===== src/common/armPkg.sv =====
/*
 * ARM core package
 * Word, register, flag, condition and control types shared by the
 * single-cycle ARMv4 subset core and its testbench
 */
package armPkg;

   typedef logic [31:0] word_t;      // Data, address and instruction word
   typedef logic [3:0]  regAddr_t;

   typedef struct packed {
      logic neg;
      logic zero;
      logic carry;
      logic overflow;
   } flags_t;

   // Condition field encodings, instr[31:28]
   typedef enum logic [3:0] {
      EQ, NE, CS, CC, MI, PL, VS, VC,
      HI, LS, GE, LT, GT, LE, AL
   } cond_e;

   typedef enum logic [1:0] {
      ALU_ADD = 2'b00,
      ALU_SUB = 2'b01,
      ALU_AND = 2'b10,
      ALU_ORR = 2'b11
   } aluOp_e;

   typedef enum logic [1:0] {
      IMM8     = 2'b00,   // Data processing, zero extended
      IMM12    = 2'b01,   // Load/store offset, zero extended
      BRANCH24 = 2'b10    // Sign extended, word offset
   } immSrc_e;

   localparam regAddr_t PC_REG  = 4'd15;
   localparam word_t    PC_STEP = 32'd4;

   // Major opcode, instr[27:26]
   localparam logic [1:0] OP_DP     = 2'b00;
   localparam logic [1:0] OP_MEM    = 2'b01;
   localparam logic [1:0] OP_BRANCH = 2'b10;

endpackage


===== src/common/ctrlIf.sv =====
/*
 * Control bundle of the core
 * Raw controls from the decoder, gated writes from the condition unit
 */
`timescale 1ns/1ps

interface ctrlIf import armPkg::*; ();

   logic [1:0] regSrc;     // [0] first read is r15, [1] second read is Rd
   immSrc_e    immSrc;
   logic       aluSrc;     // Immediate as second operand
   aluOp_e     aluControl;
   logic       memtoReg;
   logic [1:0] flagW;      // [1] N/Z, [0] C/V
   logic       pcs;
   logic       regW;
   logic       memW;
   logic       regWrite;   // Condition passed
   logic       pcSrc;

   modport dec (output regSrc, immSrc, aluSrc, aluControl, memtoReg, flagW, pcs, regW, memW);
   modport cond (input flagW, pcs, regW, memW, output regWrite, pcSrc);
   modport dp (input regSrc, immSrc, aluSrc, aluControl, memtoReg, regWrite, pcSrc);

endinterface


===== src/hw/armCore.sv =====
/*
 * ARM core top level
 * Single-cycle ARMv4 subset, decoder and condition unit around the datapath
 */
`timescale 1ns/1ps

module armCore import armPkg::*; (
   input  logic  clk,
   input  logic  reset,
   output word_t pc,
   input  word_t instr,
   output logic  memWrite,
   output word_t dataAdr,
   output word_t writeData,
   input  word_t readData
);

   flags_t aluFlags;

   ctrlIf ctl ();

   armDecoder dec (
      .instr (instr),
      .ctl   (ctl.dec)
   );

   condUnit cu (
      .clk      (clk),
      .reset    (reset),
      .cond     (cond_e'(instr[31:28])),
      .aluFlags (aluFlags),
      .ctl      (ctl.cond),
      .memWrite (memWrite)
   );

   armDatapath dp (
      .clk       (clk),
      .reset     (reset),
      .ctl       (ctl.dp),
      .instr     (instr),
      .aluFlags  (aluFlags),
      .pc        (pc),
      .dataAdr   (dataAdr),
      .writeData (writeData),
      .readData  (readData)
   );

endmodule


===== src/hw/control/armDecoder.sv =====
/*
 * Instruction decoder
 * Main decoder and ALU decoder, instruction fields to raw controls
 */
`timescale 1ns/1ps

module armDecoder import armPkg::*; (
   input  word_t instr,
   ctrlIf.dec    ctl
);

   // Data processing cmd field, instr[24:21]
   localparam logic [3:0] FN_AND = 4'b0000;
   localparam logic [3:0] FN_SUB = 4'b0010;
   localparam logic [3:0] FN_ADD = 4'b0100;
   localparam logic [3:0] FN_ORR = 4'b1100;

   logic [1:0] op;
   logic [5:0] funct;          // I, cmd, S
   regAddr_t   rd;
   logic       aluOp;
   logic       dpValid;
   logic       branch;

   assign op    = instr[27:26];
   assign funct = instr[25:20];
   assign rd    = instr[15:12];
   assign aluOp = (op == OP_DP);

   // Main decoder
   always_comb begin
      ctl.regSrc   = 2'b00;
      ctl.immSrc   = IMM8;
      ctl.aluSrc   = 1'b0;
      ctl.memtoReg = 1'b0;
      ctl.regW     = 1'b0;
      ctl.memW     = 1'b0;
      branch       = 1'b0;
      case (op)
         OP_DP: begin
            ctl.aluSrc = funct[5];
            ctl.regW   = dpValid;
         end
         OP_MEM: if (!funct[5]) begin   // Immediate offset only
            ctl.immSrc = IMM12;
            ctl.aluSrc = 1'b1;
            if (funct[0]) begin            // LDR
               ctl.memtoReg = 1'b1;
               ctl.regW     = 1'b1;
            end else begin                 // STR reads Rd as data
               ctl.regSrc = 2'b10;
               ctl.memW   = 1'b1;
            end
         end
         OP_BRANCH: if (funct[5] && !funct[4]) begin   // B, no link
            ctl.regSrc = 2'b01;
            ctl.immSrc = BRANCH24;
            ctl.aluSrc = 1'b1;
            branch     = 1'b1;
         end
         default: ;
      endcase
   end

   // ALU decoder
   always_comb begin
      dpValid = 1'b1;
      case (funct[4:1])
         FN_ADD:  ctl.aluControl = ALU_ADD;
         FN_SUB:  ctl.aluControl = ALU_SUB;
         FN_AND:  ctl.aluControl = ALU_AND;
         FN_ORR:  ctl.aluControl = ALU_ORR;
         default: begin
            ctl.aluControl = ALU_ADD;
            dpValid        = 1'b0;
         end
      endcase
      if (!aluOp)
         ctl.aluControl = ALU_ADD;   // Address and branch target
   end

   // S bit; C/V only from arithmetic
   assign ctl.flagW[1] = aluOp & dpValid & funct[0];
   assign ctl.flagW[0] = ctl.flagW[1] &
                         (ctl.aluControl == ALU_ADD || ctl.aluControl == ALU_SUB);

   assign ctl.pcs = (ctl.regW && rd == PC_REG) || branch;

endmodule


===== src/hw/control/condUnit.sv =====
/*
 * Condition unit
 * Stored N/Z and C/V flags, condition check, gating of all writes
 */
`timescale 1ns/1ps

module condUnit import armPkg::*; (
   input  logic   clk,
   input  logic   reset,
   input  cond_e  cond,
   input  flags_t aluFlags,
   ctrlIf.cond    ctl,
   output logic   memWrite
);

   flags_t     flags;
   logic       condEx;
   logic       exec;
   logic [1:0] flagWrite;

   always_ff @(posedge clk or posedge reset) begin
      if (reset) begin
         flags <= '0;
      end else begin
         if (flagWrite[1]) begin
            flags.neg  <= aluFlags.neg;
            flags.zero <= aluFlags.zero;
         end
         if (flagWrite[0]) begin
            flags.carry    <= aluFlags.carry;
            flags.overflow <= aluFlags.overflow;
         end
      end
   end

   always_comb begin
      case (cond)
         EQ:      condEx = flags.zero;
         NE:      condEx = !flags.zero;
         CS:      condEx = flags.carry;
         CC:      condEx = !flags.carry;
         MI:      condEx = flags.neg;
         PL:      condEx = !flags.neg;
         VS:      condEx = flags.overflow;
         VC:      condEx = !flags.overflow;
         HI:      condEx = flags.carry && !flags.zero;
         LS:      condEx = !flags.carry || flags.zero;
         GE:      condEx = (flags.neg == flags.overflow);
         LT:      condEx = (flags.neg != flags.overflow);
         GT:      condEx = !flags.zero && (flags.neg == flags.overflow);
         LE:      condEx = flags.zero || (flags.neg != flags.overflow);
         AL:      condEx = 1'b1;
         default: condEx = 1'b0;   // 1111 is not supported
      endcase
   end

   assign exec = condEx & ~reset;

   assign flagWrite    = ctl.flagW & {2{exec}};
   assign ctl.regWrite = ctl.regW & exec;
   assign ctl.pcSrc    = ctl.pcs & exec;
   assign memWrite     = ctl.memW & exec;

endmodule


===== src/hw/datapath/armAlu.sv =====
/*
 * ALU
 * Add, subtract, AND and OR with N, Z, C and V generation
 */
`timescale 1ns/1ps

module armAlu import armPkg::*; (
   input  word_t  a,
   input  word_t  b,
   input  aluOp_e aluControl,
   output word_t  result,
   output flags_t flags
);

   logic        sub;
   logic        arith;
   word_t       bInv;
   logic [32:0] sum;

   assign sub   = (aluControl == ALU_SUB);
   assign arith = (aluControl == ALU_ADD) || sub;
   assign bInv  = sub ? ~b : b;
   assign sum   = {1'b0, a} + {1'b0, bInv} + {32'b0, sub};   // Carry-in completes ~b + 1

   always_comb begin
      case (aluControl)
         ALU_AND: result = a & b;
         ALU_ORR: result = a | b;
         default: result = sum[31:0];
      endcase
   end

   assign flags.neg      = result[31];
   assign flags.zero     = (result == '0);
   assign flags.carry    = arith & sum[32];   // Borrow is inverted carry on SUB
   // Operands of equal effective sign, result of the other
   assign flags.overflow = arith & ~(a[31] ^ b[31] ^ sub) & (a[31] ^ sum[31]);

endmodule


===== src/hw/datapath/armDatapath.sv =====
/*
 * Datapath
 * PC register, register file, operand selection, ALU and result mux
 */
`timescale 1ns/1ps

module armDatapath import armPkg::*; (
   input  logic   clk,
   input  logic   reset,
   ctrlIf.dp      ctl,
   input  word_t  instr,
   output flags_t aluFlags,
   output word_t  pc,
   output word_t  dataAdr,
   output word_t  writeData,
   input  word_t  readData
);

   word_t    pcPlus4;
   word_t    pcPlus8;
   word_t    pcNext;
   word_t    extImm;
   word_t    srcA;
   word_t    srcB;
   word_t    result;
   regAddr_t ra1;
   regAddr_t ra2;

   assign pcPlus4 = pc + PC_STEP;
   assign pcPlus8 = pcPlus4 + PC_STEP;   // r15 as seen by the program
   assign pcNext  = ctl.pcSrc ? result : pcPlus4;

   always_ff @(posedge clk or posedge reset) begin
      if (reset)
         pc <= '0;
      else
         pc <= pcNext;
   end

   assign ra1 = ctl.regSrc[0] ? PC_REG : instr[19:16];   // Rn or r15
   assign ra2 = ctl.regSrc[1] ? instr[15:12] : instr[3:0];   // Rd for STR

   regFile rf (
      .clk (clk),
      .we  (ctl.regWrite),
      .ra1 (ra1),
      .ra2 (ra2),
      .wa  (instr[15:12]),
      .wd  (result),
      .r15 (pcPlus8),
      .rd1 (srcA),
      .rd2 (writeData)
   );

   always_comb begin
      case (ctl.immSrc)
         IMM8:     extImm = {24'b0, instr[7:0]};
         IMM12:    extImm = {20'b0, instr[11:0]};
         BRANCH24: extImm = {{6{instr[23]}}, instr[23:0], 2'b00};
         default:  extImm = '0;
      endcase
   end

   assign srcB = ctl.aluSrc ? extImm : writeData;   // Register operand is unshifted

   armAlu alu (
      .a          (srcA),
      .b          (srcB),
      .aluControl (ctl.aluControl),
      .result     (dataAdr),
      .flags      (aluFlags)
   );

   assign result = ctl.memtoReg ? readData : dataAdr;

endmodule


===== src/hw/datapath/regFile.sv =====
/*
 * Register file
 * r0 to r14 in flops, two combinational reads, r15 reads as PC plus 8
 */
`timescale 1ns/1ps

module regFile import armPkg::*; (
   input  logic     clk,
   input  logic     we,
   input  regAddr_t ra1,
   input  regAddr_t ra2,
   input  regAddr_t wa,
   input  word_t    wd,
   input  word_t    r15,
   output word_t    rd1,
   output word_t    rd2
);

   word_t regs [0:14];

   always_ff @(posedge clk) begin
      if (we && wa != PC_REG)   // PC write goes through pcSrc
         regs[wa] <= wd;
   end

   assign rd1 = (ra1 == PC_REG) ? r15 : regs[ra1];
   assign rd2 = (ra2 == PC_REG) ? r15 : regs[ra2];

endmodule


===== config.mk =====
export PLATFORM = sky130hd
export DESIGN_NAME = armCore
export DESIGN_NICKNAME = d
export VERILOG_FILES = /design/src/common/armPkg.sv /design/src/common/ctrlIf.sv /design/src/hw/armCore.sv /design/src/hw/control/armDecoder.sv /design/src/hw/control/condUnit.sv /design/src/hw/datapath/armAlu.sv /design/src/hw/datapath/armDatapath.sv /design/src/hw/datapath/regFile.sv
export SDC_FILE = /design/constraint.sdc
export NUM_CORES = 1
export LEC_CHECK = 0
export BUFFER_PORTS_ARGS = -buffer_cell sky130_fd_sc_hd__buf_2
export CORE_ASPECT_RATIO = 1.75
export CORE_MARGIN = 2
export CORE_UTILIZATION = 50
export CTS_CLUSTER_DIAMETER = 40
export DETAILED_ROUTE_END_ITERATION = 10
export PLACE_DENSITY_LB_ADDON = 0.1
export REMOVE_ABC_BUFFERS = 1
export SKIP_LAST_GASP = 1
export SLEW_MARGIN = 15
export SYNTH_ARGS = -nofsm -noshare
export SYNTH_HDL_FRONTEND = slang
export SYNTH_HIERARCHICAL = 1
export SYNTH_SLANG_ARGS = --single-unit

===== constraint.sdc =====
create_clock -name clk -period 9.6 [get_ports clk]
set_clock_uncertainty 0.15 [all_clocks]
set_input_delay 1.92 -clock clk [delete_from_list [all_inputs] [get_ports clk]]
set_output_delay 1.92 -clock clk [all_outputs]
set_load 0.01 [all_outputs]

==> reports/metrics.yaml, run 1 <==
final_layout:
  fin_cells: 3671
  fin_util_pct: 60.5
  drive_gt1_share_pct: 33.3
  area_growth_pct: 20.3
  fin_nets: 2947
place:
  dpl.hpwl_um: 80200
  place_inst: 3555
  gp_congestion: 0.963
  io_buffers: 162
cts:
  clkTransAtPathRegs_ns: 0.05
  cts_buffers: 49
  cts_tree: "built"
  cts-root-buf: "clkbuf_16"
  clkLatencyLatePin_ns: 0.61
  cts_sinks: 516
  cts_hold_buf: 0
  cts_buffer_depth: 3
  cts_max_level: 2
critical_path:
  cp_max_fo: 13
  crit_type: "in -> out"
  required_ns: 7.53
  end_kind: "output port"
  critPathBufInv: 11
  cp_top_family: "buffers and inverters"
  reg2reg_from: "dp/pc[3]$_DFF_PP0_"
  crit_path_frequent_cell: "buf_4"
  r2r-end: "cu/flags[2]$_DFFE_PP0P_"
  reg2regPathDepth: 29
  crit_arrival_ns: 7.39
  critPathSlowestCell: "a221o_1"
  rrSetupSlack_ns: 1.88
  critPathLaunchType: "input pin"
  max_stage_delay_ns: 0.38
yosys:
  yosysMostFrequentCell: "edfxtp_1"
  synth_cell_type_count: 113
  synth_top_area_share_pct: 47.1
  syn_inst: 2420
  synth.area.top_cells: "edfxtp_1, mux4_2, mux2i_1"
  synth_top_area_cell: "edfxtp_1"
  synth.yosys.seq_area_share_pct: 50.1
  yosys_most_used_dff: "edfxtp_1"
  avgSynthCellArea_um2: 12.6
  syn_area_um2: 30600
  ys_warn_count: 6
  synth_top_cells_by_count: "edfxtp_1, mux2i_1, nand2_1, nor2_1, o21ai_0"
  ys_ff_latch: 516
  synth-edff-count: 480
  postSynth.asyncResetShare_pct: 6.98
sta:
  slew_violations: 0
  period_minus_slack_ns: 9.46
  fmax_mhz: 106
  setup-violations-final: 0
  relSlewSlack_pct: 27.5
  fin_crit_sh_pct: 98.6
  finalHoldViolations: 0
  tightest_slew_ns: 1.08
routing:
  drc_errors: 0
  ant_nets: 0
  firstDrtPassIters: 7
  viasPerCell: 6.69
  vias: 24600
  wl_per_cell_um: 31.3
  wl_um: 115000
  drt_iter0_drc: 2788
global_routing:
  antenna_found_initial: 2
  grt_max_degree: 55
  grt_overflow_total: 0
  grt_pass1_wl_um: 162000
  track_usage_pct: 35.9
  grt_pass1_vias: 24000
outcome:
  outcome: "finished, final reports clean"
pwr:
  total_power_uw: 8040
  powerDensity_nw_per_um2: 218
  p_leak_uw: 0.0136
  ir_drop_mv: 0.208
floorplanning:
  start_util_pct: 50.3
  placeableCoreArea_um2: 60800
  io_pins: 163
  dieWidth_um: 191
  row_count: 120
  die_area_um2: 63200
  die_h_um: 331
hold_path:
  worstHoldPathType: "reg -> reg"
  hold_depth: 1
  hold_path_end: "cu/flags[1]$_DFFE_PP0P_"
  min_from: "cu/flags[1]$_DFFE_PP0P_"
flow_run:
  cap_violations: 0
power breakdown:
group          switching [µW]  leakage, µW  internal, µW
combinational            1900      0.00807          1130
sequential                116      0.00473          2900
clock                     917     0.000786          1070
total                    2930       0.0136          5110
cell usage in the layout, fill, tap and decap left out, drive strengths merged, types with 18 or more instances in the layout:
master and count:
xor2 38, maj3 26, dfrtp 36, a31oi 31
nand4 18, a221oi 29, buf 542, mux4 121
nand3 25, nor2 142, a21oi 87, a211oi 24
a221o 19, o2111ai 24, mux2i 193, edfxtp 480
nor2b 53, ha 44, inv 66, clkbuf 64
a22oi 31, mux2 75, nor3 28, nand2 159
o21ai 163, xnor2 76
worst max path at each step:
stage,from,endpoint,cells after the start
after floorplan,instr[27],dataAdr[31],22
after global placement,instr[27],dataAdr[30],31
after detailed placement,instr[27],dataAdr[30],30
after CTS,instr[27],dataAdr[30],29
after global routing,instr[27],dataAdr[29],31
final,instr[27],dataAdr[29],31
registers in the layout, indices dropped and copies added (netlist names):
register,cells
cu/flags,4
dp/pc,32
dp/rf/regs,480
kinds of logic (layout without fill, tap and decap cells):
| group | after synthesis | in the layout | share of synthesized area [%] |
|---|---|---|---|
| other | 0 | 1 | 0 |
| multiplexers | 388 | 389 | 18.2 |
| adder cells (fa/ha/maj) | 71 | 71 | 2.72 |
| AO/OA/AOI/OAI | 555 | 555 | 12.5 |
| buffers and inverters | 238 | 694 | 4.21 |
| flip-flops | 516 | 516 | 50.1 |
| XOR/XNOR | 114 | 114 | 3.26 |
| AND/OR/NAND/NOR | 538 | 538 | 9.02 |
repair_timing:
item / 4_1_cts / 5_1_grt
setup buffers: 3 / 17
pin swaps: 4 / 40
cloned: 1 / 2
resized for setup: 40 / 100
setup endpoints to repair: 16 / 13
layer usage:
layer  track usage (%)  wire [µm]  share of wire [%]
met5                 0         12              0.010
met4              17.7       6360                5.5
met3              5.12      10400                9.0
met2              60.8      56100                 49
met1              45.1      42000                 37
layout make-up:
cell class	count	area [µm²]
Clock inverter	29	275
Antenna cell	1	2.50
Sequential cell	516	15300
Tap cell	793	992
Timing Repair Buffer	544	3970
Inverter	58	218
Multi-Input combinational cell	1667	14700
Fill cell	4976	24000
Clock buffer	63	1350
per-stage QoR:
stage	hold WS [ns]	setup WS (ns)	TNS (ns)	instance area, µm²
2_1_floorplan	0.360	-2.91	-484.63	29500
3_3_place_gp	0.380	-0.802	-6.26	34300
3_5_place_dp	0.392	-0.814	-6.75	34300
4_1_cts	0.401	-0.0624	-0.180	36200
5_1_grt	0.452	-0.0626	-0.150	36800
6_report	0.404	0.137	0	36800
No activity file was read; power rests on OpenSTA's default activity.
==> run 2: changes to the inputs <==
--- a/config.mk
+++ b/config.mk
@@ -6,11 +6,13 @@
 export NUM_CORES = 1
 export LEC_CHECK = 0
 export BUFFER_PORTS_ARGS = -buffer_cell sky130_fd_sc_hd__buf_2
+export CELL_PAD_IN_SITES_DETAIL_PLACEMENT = 0
+export CELL_PAD_IN_SITES_GLOBAL_PLACEMENT = 1
 export CORE_ASPECT_RATIO = 1.75
-export CORE_MARGIN = 2
 export CORE_UTILIZATION = 50
 export CTS_CLUSTER_DIAMETER = 40
 export DETAILED_ROUTE_END_ITERATION = 10
+export GPL_TIMING_DRIVEN = 0
 export PLACE_DENSITY_LB_ADDON = 0.1
 export REMOVE_ABC_BUFFERS = 1
 export SKIP_LAST_GASP = 1
==> reports/metrics.yaml, run 2 (synthesized netlist as in run 1, its figures left out) <==
outcome:
  outcome: "finished, final reports clean"
final_layout:
  regArea_um2: 15300
  drive_gt1_share_pct: 29.3
  fin_nets: 2747
  design_area_um2: 36600
  reg_top3: "dp/rf/regs (480), dp/pc (32), cu/flags (4)"
  final_common_cell: "edfxtp_1"
  area_growth_pct: 19.8
  multi_input_comb_area_um2: 15200
  top_register: "dp/rf/regs"
  layout_common_cells: "edfxtp_1, mux2i_1, buf_2"
  largest_reg_flops: 480
  fillers: 4775
critical_path:
  crit_arrival_ns: 7.44
  crit_type: "in -> out"
  crit_path_frequent_cell: "buf_6"
  end_kind: "output port"
  critPathLaunchType: "input pin"
  max_stage_delay_ns: 0.42
  critPathSlowestCell: "a221o_2"
  r2r-end: "cu/flags[2]$_DFFE_PP0P_"
  critPathBufInv: 10
  reg2reg_from: "dp/pc[4]$_DFF_PP0_"
  cp_max_fo: 21
  reg2regPathDepth: 27
  rrSetupSlack_ns: 1.59
  cp.depth: 29
  cp_top_family: "simple AND/OR/NAND/NOR gates"
  required_ns: 7.53
pwr:
  powerDensity_nw_per_um2: 214
  total_power_uw: 7860
  comb_power_share_pct: 34.7
  p_leak_uw: 0.0131
  p_seq_share_pct: 38.7
  ir_drop_mv: 0.154
  power.switching_uw: 2880
  sw_frac_of_total_pct: 36.7
  power.share.clock_pct: 26.6
  internal_power_uw: 4970
routing:
  wl_um: 121000
  drc_errors: 0
  wl_per_cell_um: 34.8
  vias: 24200
  firstDrtPassIters: 6
  viasPerCell: 6.98
  drt_iter0_drc: 2722
  ant_nets: 0
floorplanning:
  dieWidth_um: 189
  start_util_pct: 50.7
  io_pins: 163
  die_area_um2: 62200
  die_h_um: 329
  placeableCoreArea_um2: 60300
  row_count: 119
sta:
  tightest_slew_ns: 1.11
  slew_violations: 0
  setup-violations-final: 0
  fin_crit_sh_pct: 99.1
  finalHoldViolations: 0
  fmax_mhz: 105
  relSlewSlack_pct: 25.5
  period_minus_slack_ns: 9.51
place:
  io_buffers: 162
  gp_congestion: 0.964
  dpl.hpwl_um: 77700
  placed_cell_area_um2: 33100
global_routing:
  grt_overflow_total: 0
  grt_pass1_wl_um: 165000
  antenna_found_initial: 3
  grt_max_degree: 61
  grt_pass1_vias: 23200
  track_usage_pct: 37.7
cts:
  cts_buffers: 52
  clkTransAtPathRegs_ns: 0.06
  cts_hold_buf: 0
  cts-root-buf: "clkbuf_16"
  cts_buffer_depth: 3
  cts_max_level: 2
  cts_tree: "built"
  cts_sinks: 516
  clkLatencyLatePin_ns: 0.62
flow_run:
  cap_violations: 0
hold_path:
  hold_depth: 1
  worstHoldPathType: "reg -> reg"
  hold_path_end: "cu/flags[1]$_DFFE_PP0P_"
  min_from: "cu/flags[1]$_DFFE_PP0P_"
[run 2: repair_timing]
item / CTS / global route
endpoints found under the setup margin: 83 / 22
resized for setup: 126 / 63
gates cloned: 14 / 5
setup buffers: 47 / 33
pin swaps: 32 / 38
[run 2: power groups by stage]
| stage | combinational, µW | clock [µW] | sequential [µW] |
|---|---|---|---|
| 2_1_floorplan | 1420 | 0 | 3060 |
| 6_report | 2730 | 2090 | 3040 |
| 5_1_grt | 2860 | 2190 | 3050 |
| 3_5_place_dp | 2370 | 0 | 3080 |
| 4_1_cts | 2550 | 2110 | 3040 |
| 3_3_place_gp | 2310 | 0 | 3080 |
[run 2: layer usage]
layer	global-route usage (%)	vias up	wire length [µm]
met2	62.3	1557	57400
met3	7.46	413	12700
met1	46.2	12300	42100
li1	-	9974	-
met5	0	-	9
met4	21.6	2	8460
[run 2: worst register-to-register path, cell delays in order, from the launching register on]
cell and delay, ns:
dfrtp_1 0.59, ha_1 0.40, and2_1 0.39, xnor2_1 0.26
a211oi_4 0.44, nand3_1 0.30, nor3_1 0.54, a21oi_1 0.16
xnor2_1 0.29, o22ai_1 0.16, nor2_2 0.21, inv_1 0.11
o21ai_2 0.17, xnor2_1 0.09, ha_1 0.37, and3_4 0.22
a221o_2 0.42, nor4b_4 0.35, a211oi_4 0.11, buf_6 0.15
buf_4 0.12, a221oi_2 0.27, xor2_1 0.26, o211ai_1 0.12
a2111oi_0 0.49, nand4b_1 0.23, nor4_2 0.37, mux2_1 0.19
[run 2: how the worst max path moves through the flow]
| stage | start | slack [ns] | to |
|---|---|---|---|
| 2_1_floorplan | instr[27] | -2.91 | dataAdr[31] |
| 3_3_place_gp | instr[27] | -9.44 | dataAdr[31] |
| 3_5_place_dp | instr[27] | -2.53 | dataAdr[31] |
| 4_1_cts | instr[26] | -0.1 | dataAdr[31] |
| 5_1_grt | instr[27] | -0.04 | dataAdr[31] |
| 6_report | instr[27] | 0.09 | dataAdr[29] |
[run 2: metrics by stage]
stage	setup TNS (ns)	hold slack (ns)	cells	worst slack [ns]	util, %
after global placement	-4263.98	0.383	3188	-9.44	51.9
after CTS	-0.126	0.411	3428	-0.0963	59.7
final	0	0.403	3468	0.0851	60.7
after detailed placement	-169.76	0.395	3269	-2.53	54.8
after global routing	-0.123	0.445	3466	-0.0365	60.7
after floorplan	-484.63	0.360	2240	-2.91	-
[run 2: layout make-up]
| class | count | share of cell area [%] |
|---|---|---|
| Antenna cell | 2 | 0.0137 |
| Inverter | 58 | 0.615 |
| Tap cell | 786 | 2.68 |
| Multi-Input combinational cell | 1679 | 41.4 |
| Clock inverter | 34 | 0.970 |
| Sequential cell | 516 | 41.8 |
| Clock buffer | 64 | 3.76 |
| Timing Repair Buffer | 329 | 8.71 |
